### src/common/pipe_defines.svh
`ifndef PIPE_DEFINES_SVH
`define PIPE_DEFINES_SVH

// Data path and instruction width
`define DATA_W 32

// Byte address PC
`define PC_W 9

// Memory depths in words
`define IMEM_WORDS 64
`define DMEM_WORDS 16

// Register file geometry
`define REG_ADDR_W 5
`define REG_COUNT 32

`endif

### src/common/pipePkg.sv
`include "pipe_defines.svh"

package pipePkg;

	// MIPS primary opcodes, halt on the top code
	typedef enum logic [5:0] {
		opRType = 6'h00,
		opBeq   = 6'h04,
		opAddi  = 6'h08,
		opLw    = 6'h23,
		opSw    = 6'h2B,
		opHalt  = 6'h3F
	} opcodeE;

	// R-type function field
	typedef enum logic [5:0] {
		fnAdd = 6'h20,
		fnSub = 6'h22,
		fnAnd = 6'h24,
		fnOr  = 6'h25,
		fnSlt = 6'h2A
	} functE;

	// Add on zero so a cleared struct is harmless
	typedef enum logic [2:0] {
		aluAdd = 3'd0,
		aluSub = 3'd1,
		aluAnd = 3'd2,
		aluOr  = 3'd3,
		aluSlt = 3'd4
	} aluOpE;

	// Execute operand source
	typedef enum logic [1:0] {
		fwdReg = 2'b00,
		fwdWb  = 2'b01,
		fwdMem = 2'b10
	} fwdSelE;

	// Decoded control, all zero is a bubble
	typedef struct packed {
		logic regWrite;
		logic memToReg;
		logic memWrite;
		logic aluSrc;
		logic regDst;
		logic branch;
		aluOpE aluOp;
		logic isFinal;
	} ctrlT;

	typedef struct packed {
		logic stallF;
		logic stallD;
		logic flushE;
		logic forwardAD;
		logic forwardBD;
		fwdSelE forwardAE;
		fwdSelE forwardBE;
	} hazardT;

	// Register numbers and write enables seen by the hazard logic
	typedef struct packed {
		logic [`REG_ADDR_W-1:0] rsD;
		logic [`REG_ADDR_W-1:0] rtD;
		logic [`REG_ADDR_W-1:0] rsE;
		logic [`REG_ADDR_W-1:0] rtE;
		logic [`REG_ADDR_W-1:0] writeRegE;
		logic [`REG_ADDR_W-1:0] writeRegM;
		logic [`REG_ADDR_W-1:0] writeRegW;
		logic regWriteE;
		logic regWriteM;
		logic regWriteW;
		logic memToRegE;
		logic memToRegM;
	} hazInfoT;

endpackage

### src/verilog/controlUnit.sv
module controlUnit
(
	input pipePkg::opcodeE opcode_i,
	input pipePkg::functE funct_i,
	output pipePkg::ctrlT ctrl_o
);

	import pipePkg::*;

	always_comb
	begin
		// Bubble unless a known encoding matches
		ctrl_o = '0;
		case (opcode_i)
			opRType:
			begin
				ctrl_o.regWrite = 1'b1;
				// Destination from rd field
				ctrl_o.regDst = 1'b1;
				case (funct_i)
					fnAdd: ctrl_o.aluOp = aluAdd;
					fnSub: ctrl_o.aluOp = aluSub;
					fnAnd: ctrl_o.aluOp = aluAnd;
					fnOr: ctrl_o.aluOp = aluOr;
					fnSlt: ctrl_o.aluOp = aluSlt;
					// Unsupported function, drop back to a bubble
					default: ctrl_o = '0;
				endcase
			end
			opAddi:
			begin
				ctrl_o.regWrite = 1'b1;
				ctrl_o.aluSrc = 1'b1;
				ctrl_o.aluOp = aluAdd;
			end
			opLw:
			begin
				// Address is base plus offset
				ctrl_o.regWrite = 1'b1;
				ctrl_o.memToReg = 1'b1;
				ctrl_o.aluSrc = 1'b1;
				ctrl_o.aluOp = aluAdd;
			end
			opSw:
			begin
				ctrl_o.memWrite = 1'b1;
				ctrl_o.aluSrc = 1'b1;
				ctrl_o.aluOp = aluAdd;
			end
			opBeq:
			begin
				// Compare happens in decode, ALU op is don't care
				ctrl_o.branch = 1'b1;
				ctrl_o.aluOp = aluSub;
			end
			// End of program marker, writes nothing
			opHalt: ctrl_o.isFinal = 1'b1;
			default: ctrl_o = '0;
		endcase
	end

endmodule

### config.mk
export PLATFORM = sky130hd
export DESIGN_NAME = controlUnit
export DESIGN_NICKNAME = d
export VERILOG_FILES = /design/src/common/pipePkg.sv /design/src/verilog/controlUnit.sv
export VERILOG_INCLUDE_DIRS = /design/src /design/src/common
export SDC_FILE = /design/constraint.sdc
export NUM_CORES = 1
export LEC_CHECK = 0
export BUFFER_PORTS_ARGS = -buffer_cell sky130_fd_sc_hd__clkbuf_2
export CORE_AREA = 2 2 39 41
export DETAILED_ROUTE_END_ITERATION = 10
export DIE_AREA = 0 0 41 43
export PLACE_DENSITY = 0.39
export SLEW_MARGIN = 5
export SYNTH_ARGS = -nofsm -noshare
export SYNTH_HDL_FRONTEND = slang
export SYNTH_SLANG_ARGS = --single-unit
### constraint.sdc
create_clock -name vclk -period 3.1
set_input_delay 0.62 -clock vclk [all_inputs]
set_output_delay 0.62 -clock vclk [all_outputs]
set_load 0.02 [all_outputs]
**After elaboration in Yosys (flattened, before gate mapping)**

Index checks and enable logic that the tools add are counted.

- Multipliers: 0
- Multiplexer cells: 10
- Reductions and logical operators: 4
- Divide/modulo/power cells: 0
- Shift-type cells: 0
- Eq/ne operators: 10
- Bitwise operators: 0
- Order comparisons: 0
- $add $sub $neg: 0

Operator list:

| cell | count |
|---|---|
| == test 6 bit (second input constant) | 8 |
| case mux 3 bit (4 select lines) | 1 |
| case mux 1 bit (2 select lines) | 5 |
| == test 6 x 3 -> 1 bit (second input constant) | 1 |
| == test 6 x 4 -> 1 bit (second input constant) | 1 |
| logical NOT 6 bit | 1 |
| 2-to-1 mux 6 bit | 1 |
| case mux 3 bit (2 select lines) | 1 |
| OR reduction 5 bit | 1 |
| OR reduction 3 bit | 1 |
| 2-to-1 mux 1 bit | 2 |
| OR reduction 2 bit | 1 |

- Register bits: 0
- Logic and storage cells: 24
- Output and inout bits: 10
- Memories kept: 0
- RAM bits: 0
- Latch bits: 0
- Input port bits: 12
- Memory bits (read-only): 0

**Longest topological paths before layout**

- Depth in word-level cells: 4
- Gate-level depth with buffers: 3
- Gate-level depth less buffers: 3

**Worst setup path before layout**

Ideal clock, no wire load.

- Path kind: input to output
- Start: in opcode_i[0]
- End: out ctrl_o[9] (netlist name)
- Data required time: 2.480 ns
- Path buffers: 0
- Stages on the path: 3
- Data arrival time: 1.722 ns
- Path slack: 0.758 ns
- Path through: nor4_2 -> nand4b_1 -> o31ai_1

RTL lines:

| what | line | RTL |
|---|---|---|
| from (decl) | controlUnit.sv:3 | `input pipePkg::opcodeE opcode_i,` |
| to (decl) | controlUnit.sv:5 | `output pipePkg::ctrlT ctrl_o` |

==> run_results.csv <==
group,metric,value,unit
synthesis,syn_inst,28,
placement,gp_congestion,0.6531,
placement,portBuffers,22,
synthesis,ys_types,18,
routing,wl_met2,249,µm
final_layout,diodes,0,
power_and_ir_drop,p_leak,0.1499,nW
job,timing.max_cap.violations,0,
sta,max_freq,408.0,MHz
final_layout,drive_gt1_share,48.00,%
sta,worst_pin_slew,0.3031,ns
routing,dr_wl_met3,65,µm
clock_tree,ctsResizeCount,0,
die,core,1384,µm²
final_layout,final_common_cell,"clkbuf_2",
die,die_w,41,µm
final_layout,syn_to_final_growth,67.10,%
sta,finalSetupViolCount,0,
worst_setup_path,critPathLaunchType,"input pin",
worst_setup_path,crit_family,"simple AND/OR/NAND/NOR gates",
placement,dpl_cell_area,324.1,µm²
outcome,outcome,"complete, no violations",
power_and_ir_drop,power,0.00002691,W
sta,drv_slew,0,
power_and_ir_drop,irDropWorstVdd,0.00003244,V
worst_setup_path,critPathArrivalTime,1.83,ns
worst_setup_path,cp.buffers_inverters,2,
worst_setup_path,worstPathRequired,2.48,ns
worst_setup_path,crit_path_end_kind,"output port",
global_route,antenna_found_initial,0,
final_layout,clock_buffers,0,
final_layout,nets,64,
global_route,grt_max_degree,8,
routing,viasPerCell,4.500,
die,chipHeight,43,µm
sta,period_share,79.07,%
clock_tree,ctsHoldBuffers,0,
die,boundaryPins,22,
worst_setup_path,critPathKind,"input pin to output port",
die,dieArea,1763,µm²
die,rows,14,
clock_tree,cts_setup_buffers,0,
final_layout,final_area,324.1,µm²
synthesis,syn-mean-instance-area,6.926,µm²
worst_setup_path,max_stage_delay,0.55,ns
global_route,grt_pass1_wl,1117,µm
sta,max-slew-margin-rel,79.51,%
final_layout,seq_cells,0,
routing,wl_per_cell,9.742,µm
die,initial_utilization,14.01,%
sta,setup_tns,0,ns
worst_setup_path,timing.critical_path.mode_cell,"clkbuf_2",
final_layout,fillerInstances,163,
routing,drt-initial-drc-count,2,
worst_setup_path,slowest_stage,"or4b_1",
global_route,track_usage,8.192,%
final_layout,multi_input_area,190.2,µm²
global_route,grt_overflow_total,0,
routing,wl,643,µm
routing,drc,0,
sta,period_needed,2.451,ns
worst_setup_path,path_cells,"clkbuf_2, or4b_1, a211o_1, o31ai_1, clkbuf_2",
synthesis,syn_area,193.9,µm²
synthesis,synth_fp_nets,40,
synthesis,yosys_warnings,0,
routing,top_layer,"met3",
final_layout,most-common-layout-cells,"22 x clkbuf_2, 6 x nor2_1, 3 x nor3b_1",
worst_setup_path,path_max_fanout,4,
sta,rsz0062_at_grt,"no",
synthesis,synth-seq-area-share,0,%
power_and_ir_drop,power_density,83.04,nW/µm²
global_route,grt_pass1_vias,304,
routing,ant_nets,0,
routing,drt-met1-wl,328,µm
routing,dr.pass1.iters,4,
routing,vias,297,
final_layout,regArea,0,µm²
min_path,holdCritPathClass,"input pin to output port",
sta,hold_viol,0,
-- cells in the mapped netlist, drive strengths merged --
cell | instances | area share (%)
nand3 | 2 | 5.2
a21boi | 1 | 3.9
a211o | 1 | 4.5
a211oi | 1 | 3.9
or4b | 1 | 5.2
nor3 | 1 | 2.6
nand4b | 2 | 9.0
nor4b | 1 | 4.5
nor2 | 6 | 12
or4bb | 1 | 5.8
nor4 | 1 | 6.5
mux2 | 1 | 5.8
nor2b | 2 | 6.5
inv | 1 | 1.9
o31ai | 1 | 3.9
or3 | 1 | 3.2
and3b | 1 | 4.5
nor3b | 3 | 12
-- routing by layer --
layer | GRT usage, % | vias to the layer above
li1 | - | 157
met1 | 12.03 | 121
met2 | 13.75 | 19
met3 | 0 | 0
met4 | 0 | 0
met5 | 0 | -
-- layout make-up --
type / instances / share of cell area, %
multi-input combinational: 27 / 58.69
inverter: 1 / 1.158
tap: 16 / 6.178
timing repair buffer: 22 / 33.98
-- metrics by stage --
stage          setup slack, ns  std cells  hold slack (ns)  util (%)
2_1_floorplan           0.7576         28            1.320         -
3_3_place_gp            0.6450         66            1.559     23.42
3_5_place_dp            0.6532         66            1.547     23.42
4_1_cts                 0.6449         66            1.548     23.42
5_1_grt                 0.5342         66            1.566     23.42
6_report                0.6488         66            1.547     23.42
-- power by group --
group	internal, W	switching, W
logic	0.0000123	0.0000146
registers	0	0
clock network	0	0
-- worst paths after layout --
path	startpoint	end	slack (ns)	cells past startpoint
max	opcode_i[0]	ctrl_o[9]	0.65	5
min	funct_i[3]	ctrl_o[2]	1.55	3
-- cells by family after synthesis --
group           share of synthesized area [%]
compound gates                          16.13
buf+inv                                 1.934
mux                                     5.806
simple gates                            76.13
-- tightest hold or removal path: cells and delay by family --
family	cells	cell delay, ns
buf+inv	2	0.26
simple gates	1	0.05
Power figures use the tool's default switching activity.
