===== config.mk =====
export PLATFORM = sky130hd
export DESIGN_NAME = hazardUnit
export DESIGN_NICKNAME = d
export VERILOG_FILES = /design/src/common/pipePkg.sv /design/src/hazard/hazardUnit.sv
export VERILOG_INCLUDE_DIRS = /design/src /design/src/common
export SDC_FILE = /design/constraint.sdc
export NUM_CORES = 1
export LEC_CHECK = 0
export BUFFER_PORTS_ARGS = -buffer_cell sky130_fd_sc_hd__buf_2
export CORE_MARGIN = 5
export CORE_UTILIZATION = 47
export DETAILED_ROUTE_END_ITERATION = 6
export PLACE_DENSITY = 0.9
export SLEW_MARGIN = 10
export SYNTH_ARGS = -nofsm -noshare
export SYNTH_HDL_FRONTEND = slang
export SYNTH_SLANG_ARGS = --single-unit

===== constraint.sdc =====
create_clock -name vclk -period 2.4
set_input_delay 0.36 -clock vclk [all_inputs]
set_output_delay 0.36 -clock vclk [all_outputs]
set_load 0.01 [all_outputs]

===== src/common/pipe_defines.svh =====
`ifndef PIPE_DEFINES_SVH
`define PIPE_DEFINES_SVH

// Data path and instruction width
`define DATA_W 32

// Byte address PC
`define PC_W 9

// Memory depths in words
`define IMEM_WORDS 64
`define DMEM_WORDS 16

// Register file geometry
`define REG_ADDR_W 5
`define REG_COUNT 32

`endif


===== src/common/pipePkg.sv =====
`include "pipe_defines.svh"

package pipePkg;

	// MIPS primary opcodes, halt on the top code
	typedef enum logic [5:0] {
		opRType = 6'h00,
		opBeq   = 6'h04,
		opAddi  = 6'h08,
		opLw    = 6'h23,
		opSw    = 6'h2B,
		opHalt  = 6'h3F
	} opcodeE;

	// R-type function field
	typedef enum logic [5:0] {
		fnAdd = 6'h20,
		fnSub = 6'h22,
		fnAnd = 6'h24,
		fnOr  = 6'h25,
		fnSlt = 6'h2A
	} functE;

	// Add on zero so a cleared struct is harmless
	typedef enum logic [2:0] {
		aluAdd = 3'd0,
		aluSub = 3'd1,
		aluAnd = 3'd2,
		aluOr  = 3'd3,
		aluSlt = 3'd4
	} aluOpE;

	// Execute operand source
	typedef enum logic [1:0] {
		fwdReg = 2'b00,
		fwdWb  = 2'b01,
		fwdMem = 2'b10
	} fwdSelE;

	// Decoded control, all zero is a bubble
	typedef struct packed {
		logic regWrite;
		logic memToReg;
		logic memWrite;
		logic aluSrc;
		logic regDst;
		logic branch;
		aluOpE aluOp;
		logic isFinal;
	} ctrlT;

	typedef struct packed {
		logic stallF;
		logic stallD;
		logic flushE;
		logic forwardAD;
		logic forwardBD;
		fwdSelE forwardAE;
		fwdSelE forwardBE;
	} hazardT;

	// Register numbers and write enables seen by the hazard logic
	typedef struct packed {
		logic [`REG_ADDR_W-1:0] rsD;
		logic [`REG_ADDR_W-1:0] rtD;
		logic [`REG_ADDR_W-1:0] rsE;
		logic [`REG_ADDR_W-1:0] rtE;
		logic [`REG_ADDR_W-1:0] writeRegE;
		logic [`REG_ADDR_W-1:0] writeRegM;
		logic [`REG_ADDR_W-1:0] writeRegW;
		logic regWriteE;
		logic regWriteM;
		logic regWriteW;
		logic memToRegE;
		logic memToRegM;
	} hazInfoT;

endpackage


===== src/hazard/hazardUnit.sv =====
`include "pipe_defines.svh"

module hazardUnit
(
	input pipePkg::hazInfoT info_i,
	input logic branchD_i,
	output pipePkg::hazardT hazard_o
);

	import pipePkg::*;

	logic lwStall;
	logic branchStall;
	logic stall;

	// Memory stage wins over write-back, register 0 never forwards
	function automatic fwdSelE exFwd(input logic [`REG_ADDR_W-1:0] src, input hazInfoT info);
		fwdSelE sel;
		sel = fwdReg;
		if (src != '0 && src == info.writeRegM && info.regWriteM)
			sel = fwdMem;
		else if (src != '0 && src == info.writeRegW && info.regWriteW)
			sel = fwdWb;
		return sel;
	endfunction

	// --------------------
	// Forwarding
	// --------------------

	assign hazard_o.forwardAE = exFwd(info_i.rsE, info_i);
	assign hazard_o.forwardBE = exFwd(info_i.rtE, info_i);

	// Branch compare in decode takes ALU result from memory stage
	assign hazard_o.forwardAD = (info_i.rsD != '0) && (info_i.rsD == info_i.writeRegM)
		&& info_i.regWriteM;
	assign hazard_o.forwardBD = (info_i.rtD != '0) && (info_i.rtD == info_i.writeRegM)
		&& info_i.regWriteM;

	// --------------------
	// Stalls
	// --------------------

	// Load in execute feeding the instruction in decode
	assign lwStall = info_i.memToRegE
		&& ((info_i.rtE == info_i.rsD) || (info_i.rtE == info_i.rtD));

	// Branch operand still being computed in execute
	// or still being loaded in memory
	assign branchStall = branchD_i
		&& ((info_i.regWriteE
			&& ((info_i.writeRegE == info_i.rsD) || (info_i.writeRegE == info_i.rtD)))
		|| (info_i.memToRegM
			&& ((info_i.writeRegM == info_i.rsD) || (info_i.writeRegM == info_i.rtD))));

	assign stall = lwStall || branchStall;

	// Hold fetch and decode, push a bubble into execute
	assign hazard_o.stallF = stall;
	assign hazard_o.stallD = stall;
	assign hazard_o.flushE = stall;

endmodule


======== After elaboration in Yosys (flattened, before gate mapping) ========
Cells that the tools add are included.
storage, ports and cells
  register bits after elaboration ......... 0
  latch bits .............................. 0
  memory bits (writable) .................. 0
  memory bits (read-only) ................. 0
  bits of input ports ..................... 41
  output and inout bits ................... 9
  logic and storage cells ................. 41
  memories ................................ 0
operators by class
  add/sub/neg operators ................... 0
  multipliers ............................. 0
  div/mod/pow operators ................... 0
  $lt $le $gt $ge ......................... 0
  eq/ne operators ......................... 12
  shifts and indexed selects .............. 0
  muxes and demuxes ....................... 4
  bitwise gates (word level) .............. 0
  reductions and logical operators ........ 25
operator list
  cell                count
  5-bit == test       12
  5-bit nonzero test  4
  1-bit logical AND   16
  1-bit logical OR    5
  2-bit two-way mux   2
  1-bit two-way mux   2

======== Depth between registers and ports, before layout ========
Gate-level depths: netlist (run 1).
  depth after elaboration ................. 6
  mapped depth ............................ 7
  gate-level depth less buffers ........... 5

======== Worst setup path before layout (run 1) ========
OpenSTA, ideal clock, no wires.
  path kind ............................... input to output
  from .................................... in info_i[24] (netlist bit)
  to ...................................... out hazard_o[0] (netlist bit)
  arrival time ............................ 1556 ps
  required time ........................... 2040 ps
  setup slack ............................. 484 ps
  cell stages on the path ................. 5
  buffers on the path ..................... 1
  cell sequence ........................... buf_2 -> or4_4 -> nor2_4 -> nor4_2 -> nor4_2
RTL lines
  item             RTL line         RTL
  start, declared  hazardUnit.sv:5  input pipePkg::hazInfoT info_i,
  end, declared    hazardUnit.sv:7  output pipePkg::hazardT hazard_o

==> results.md, run 1 <==
- Status: completed
- Worst slew margin: 0.760
- Gr ovfl total: 0
- Port Buffers: 50
- Initial antenna violation count: 0
- Initial Utilization: 0.486
- Nature of the critical path endpoint: output port
- DRC: 0
- DRT Pass-1 Iters: 4
- Final Util: 0.633
- Setup TNS: 0 ps
- Die area: around 2400 sq um
- Min Tclk post-route: 2050 ps
- Post-route ant nets: 0
- Sequential area share after synthesis: 0
- Syn Nets: roughly 140
- Post-Syn Area: just over 700 sq um
- Worst setup path category: primary input to output port
- Met1 usage: 0.196
- Vias in the first global route: ~850
- Max_cap viols: 0
- HP Start: info_i[2]
- DR iter-0 viols: 22
- Achievable clock frequency: 488 MHz
- Grt peak-use layer: met2
- Largest net degree at the start of global routing: 6
- Hold violation total from the final report: 0
- Multi-input logic area: 661 sq um
- Synth-to-Final Area Change: 30.1%
- Die width: 49.0 um
- Peak VDD IR: 0.0887 mV
- I/O pin cnt: 50
- Startpoint Class: primary input
- Via/cell ratio: roughly 5.4
- Finished Layout Cells: about 150
- Hold Path Sink: hazard_o[2]
- Hold Path Class: primary input to output port
- Row Count: 14
- Sequential cell count: 0
- Critical Path AT: 1690 ps
- Routed WL per cell: approximately 15 um
- Total power: between 150 and 200 uW
- Die Span Y: slightly below 50 um
- CTS Hold Bufs: 0
- Placeable Area: approximately 1500 sq um
- Total Nets Final: between 150 and 200
- Gpl congestion: 0.865
- Yosys warns: 0
- Total GRT Usage: 0.181
- Library cells used by synthesis: 18
- P_leak: between 0.4 and 0.5 nW
- Syn Inst Count: 94
- Power density cells: around 180 nW/um^2
- Mean Syn Cell Area: roughly 7.6 sq um
- Fillers: between 100 and 150
- First-pass GRT wire length: roughly 3.7 mm
- Max Slew Vio Count: 0
- RSZ-0062 raised after global routing: false
- Critical path fanouts, max: 3
- Fin crit share: 0.853
- Number of diodes: 0
- Final WL: 2.25 mm
- Grt met3 use: 0.0306
- M2 GR Usage: 0.352
- Hold Path Stages: 4
- Via Count: 809
- Post-CTS Setup Repair Bufs: 0
- Seq. cell area: 0 sq um
- Resized Gates After CTS: 0
- Placed Cells: approximately 150
- Least-Margin Pin Slew: between 300 and 400 ps
- Worst path required time: between 2000 and 2500 ps
- # setup viols final: 0
- CLK BUF: 0
- Layout cells sized above 1: 0.407
-- worst max-delay path by stage --
stage | startpoint | endpoint | slack [ps] | depth (start not counted)
floorplan | info_i[24] | hazard_o[0] | 480 | 5
global placement | info_i[21] | hazard_o[0] | 430 | 6
detailed placement | info_i[26] | hazard_o[2] | 340 | 6
CTS | info_i[26] | hazard_o[2] | 340 | 6
global route | info_i[26] | hazard_o[2] | 270 | 6
finish | info_i[26] | hazard_o[2] | 350 | 6
-- cell type report --
class / count / area share
repair buffers: 50 / 0.269
multi-input cells: 85 / 0.710
well taps: 16 / 0.0215
-- cell usage after synthesis --
cell / n / area, sq um
buf_2: 2 / 10.0
buf_6: 1 / 11.3
nor2_1: 3 / 11.3
buf_4: 3 / 22.5
nand3_1: 4 / 20.0
nor4_1: 6 / 37.5
or4_1: 3 / 22.5
xnor2_1: 24 / 210
nor2_4: 1 / 11.3
or4_4: 1 / 11.3
a31o_2: 1 / 8.76
xor2_1: 26 / 228
o21ai_0: 2 / 10.0
nor4_2: 2 / 25.0
nand4_1: 7 / 43.8
clkbuf_1: 3 / 11.3
nand2_1: 3 / 11.3
nor3_1: 2 / 10.0
-- critical path, cell delays in order --
cell and delay (ps):
buf_2 120, or4_1 520, nor2_1 140, nor4_1 90
nor4_1 270, buf_2 180
-- report_power, final --
part	internal [mW]	leakage, nW	total [mW]	switching (mW)
Combinational	0.0797	0.419	0.166	0.0867
Sequential	0	0	0	0
Clock	0	0	0	0
Total	0.0797	0.419	0.166	0.0867
-- metrics by stage --
step	area, sq um	hold slack [ps]	setup WS [ps]
2_1_floorplan	716	818	484
3_5_place_dp	931	1060	338
6_report	931	1060	352
3_3_place_gp	931	1050	427
4_1_cts	931	1060	342
5_1_grt	931	1080	271
-- metal layers --
metal	wire length, um	share of wire
met5	0	0
met4	48	0.021
met3	129	0.057
met2	1240	0.55
met1	822	0.37
-- logic make-up (layout without fill, tap and decap cells) --
family          after synthesis  in the layout  share of synthesized area
xor+xnor                     50             50                      0.612
simple gates                 32             32                      0.285
compound gates                3              3                     0.0262
buf+inv                       9             50                     0.0769
-- cell usage in the layout, fill, tap and decap left out, types with 3 or more instances in the layout --
| cell | netlist | final |
|---|---|---|
| nand4_1 | 7 | 7 |
| or4_1 | 3 | 3 |
| nand3_1 | 4 | 4 |
| xnor2_1 | 24 | 24 |
| nor2_1 | 3 | 3 |
| nand2_1 | 3 | 3 |
| xor2_1 | 26 | 26 |
| nor4_1 | 6 | 6 |
| buf_2 | 2 | 50 |
(Power assumes the default switching activity.)
==> run 2: changes to the inputs <==
--- a/config.mk
+++ b/config.mk
@@ -7,10 +7,13 @@
 export NUM_CORES = 1
 export LEC_CHECK = 0
 export BUFFER_PORTS_ARGS = -buffer_cell sky130_fd_sc_hd__buf_2
+export CELL_PAD_IN_SITES_DETAIL_PLACEMENT = 0
+export CELL_PAD_IN_SITES_GLOBAL_PLACEMENT = 1
+export CORE_ASPECT_RATIO = 1.4
 export CORE_MARGIN = 5
-export CORE_UTILIZATION = 47
+export CORE_UTILIZATION = 31
 export DETAILED_ROUTE_END_ITERATION = 6
-export PLACE_DENSITY = 0.9
+export PLACE_DENSITY = 0.89
 export SLEW_MARGIN = 10
 export SYNTH_ARGS = -nofsm -noshare
 export SYNTH_HDL_FRONTEND = slang
==> results.md, run 2 (synthesis results as in run 1) <==
- Setup TNS: 0 ps (unchanged)
- Peak VDD IR: 0.0619 mV (-30%)
- DR iter-0 viols: 6 (-73%)
- Total Nets Final: 178 (unchanged)
- Die width: 50.6 um (+3.2%)
- Nature of the critical path endpoint: output port
- Seq. cell area: 0 sq um (unchanged)
- HP Start: info_i[2]
- Critical path startpoint: info_i[26]
- Final WL: 2.40 mm (+7.0%)
- Status: completed
- Achievable clock frequency: 500 MHz (+2.3%)
- Least-Margin Pin Slew: 338 ps (-19.0 ps)
- Dpl hpwl: between 2 and 2.5 mm
- Sequential cell count: 0 (unchanged)
- Most common cell after layout, fill and taps aside: buf_2
- Power density cells: 177 nW/um^2 (-0.98%)
- Total GRT Usage: 0.139 (-0.0428)
- Number of diodes: 0 (unchanged)
- Via/cell ratio: 5.06 (-5.5%)
- Worst path required time: 2040 ps (about the same)
- DRC: 0 (unchanged)
- Max_cap viols: 0 (unchanged)
- Layout cells sized above 1: 0.407 (unchanged)
- Multi-input logic area: 661 sq um (unchanged)
- Clock power frac: 0 (unchanged)
- P_leak: 0.419 nW (unchanged)
- Post-route ant nets: 0 (unchanged)
- Initial antenna violation count: 0 (unchanged)
- Gate power share: 1.000 (about the same)
- Sw Pwr: 86.5 uW (-0.30%)
- Die area: 3380 sq um (+41%)
- I/O pin cnt: 50 (unchanged)
- Fillers: 249 (+84%)
- Max Slew Vio Count: 0 (unchanged)
- Initial Utilization: 0.325 (-0.161)
- Worst setup path category: primary input to output port
- CLK BUF: 0 (unchanged)
- Port Buffers: 50 (unchanged)
- Total power: 166 uW (-0.18%)
- Largest net degree at the start of global routing: 6 (unchanged)
- Placeable Area: 2200 sq um (+50%)
- Register share of total power: 0 (unchanged)
- Gr ovfl total: 0 (unchanged)
- Min Tclk post-route: 2000 ps (-46.2 ps)
- Die Span Y: 66.9 um (+36%)
- Hold violation total from the final report: 0 (unchanged)
- Startpoint Class: primary input
- Fin crit share: 0.834 (-0.0192)
- Most frequent cells in the layout: buf_2 (50), xor2_1 (26), xnor2_1 (24), nand4_1 (7), nor4_1 (6)
- Switching part of the total: 0.521 (-0.000625)
- Routed WL per cell: 15.3 um (+2.9%)
- # setup viols final: 0 (unchanged)
- Post-CTS Setup Repair Bufs: 0 (unchanged)
- Pint: 79.6 uW (about the same)
- Hold Path Class: primary input to output port
- Vias in the first global route: 849 (+0.47%)
- Resized Gates After CTS: 0 (unchanged)
- First-pass GRT wire length: 3.86 mm (+5.7%)
- Critical path fanouts, max: 3 (unchanged)
- RSZ-0062 raised after global routing: false
- Gpl congestion: 0.859 (-0.74%)
- DRT Pass-1 Iters: 4 (unchanged)
- Critical Path AT: 1640 ps (-50 ps)
- Row Count: 20 (+6)
- Synth-to-Final Area Change: 31.1%
- Via Count: 795 (-1.7%)
- Worst slew margin: 0.773 (+0.0128)
- CTS Hold Bufs: 0 (unchanged)
## run 2: cell counts in the layout (fill, tap and decap cells not counted)
No cell type changed its count.
## run 2: final cells by class
class              count  area share
multi-input cells     85       0.704
well taps             22      0.0293
repair buffers        50       0.267
## run 2: per-layer routing
metal / track usage / up-vias / routed length (um)
li1: - / 406 / -
met1: 0.153 / 351 / 978
met2: 0.267 / 38 / 1140
met3: 0.0380 / 0 / 285
met4: 0.00639 / 0 / 0
met5: 0 / - / 0
## run 2: power by group through the flow
stage / combinational, mW / clock (mW) / sequential, mW
after detailed placement: 0.167 / 0 / 0
after CTS: 0.167 / 0 / 0
after global placement: 0.163 / 0 / 0
final: 0.166 / 0 / 0
after floorplan: 0.0983 / 0 / 0
after global routing: 0.181 / 0 / 0
## run 2: worst paths after layout
kind                          end  slack (ps)  depth (start not counted)
worst max-delay path  hazard_o[2]         400                          6
worst min-delay path  hazard_o[2]        1050                          4
## run 2: worst max-delay path: stages
cell and delay (ps):
buf_2 120, or4_1 520, nor2_1 140, nor4_1 90, nor4_1 240, buf_2 170
## run 2: metrics by stage
stage               std cells  cell area, sq um  hold slack, ps  utilization  setup WS, ps
floorplan                  94               716             818            -           484
finish                    157               938            1050        0.426           399
global route              157               938            1080        0.426           274
global placement          157               938            1060        0.426           408
CTS                       157               938            1060        0.426           387
detailed placement        157               938            1060        0.426           395
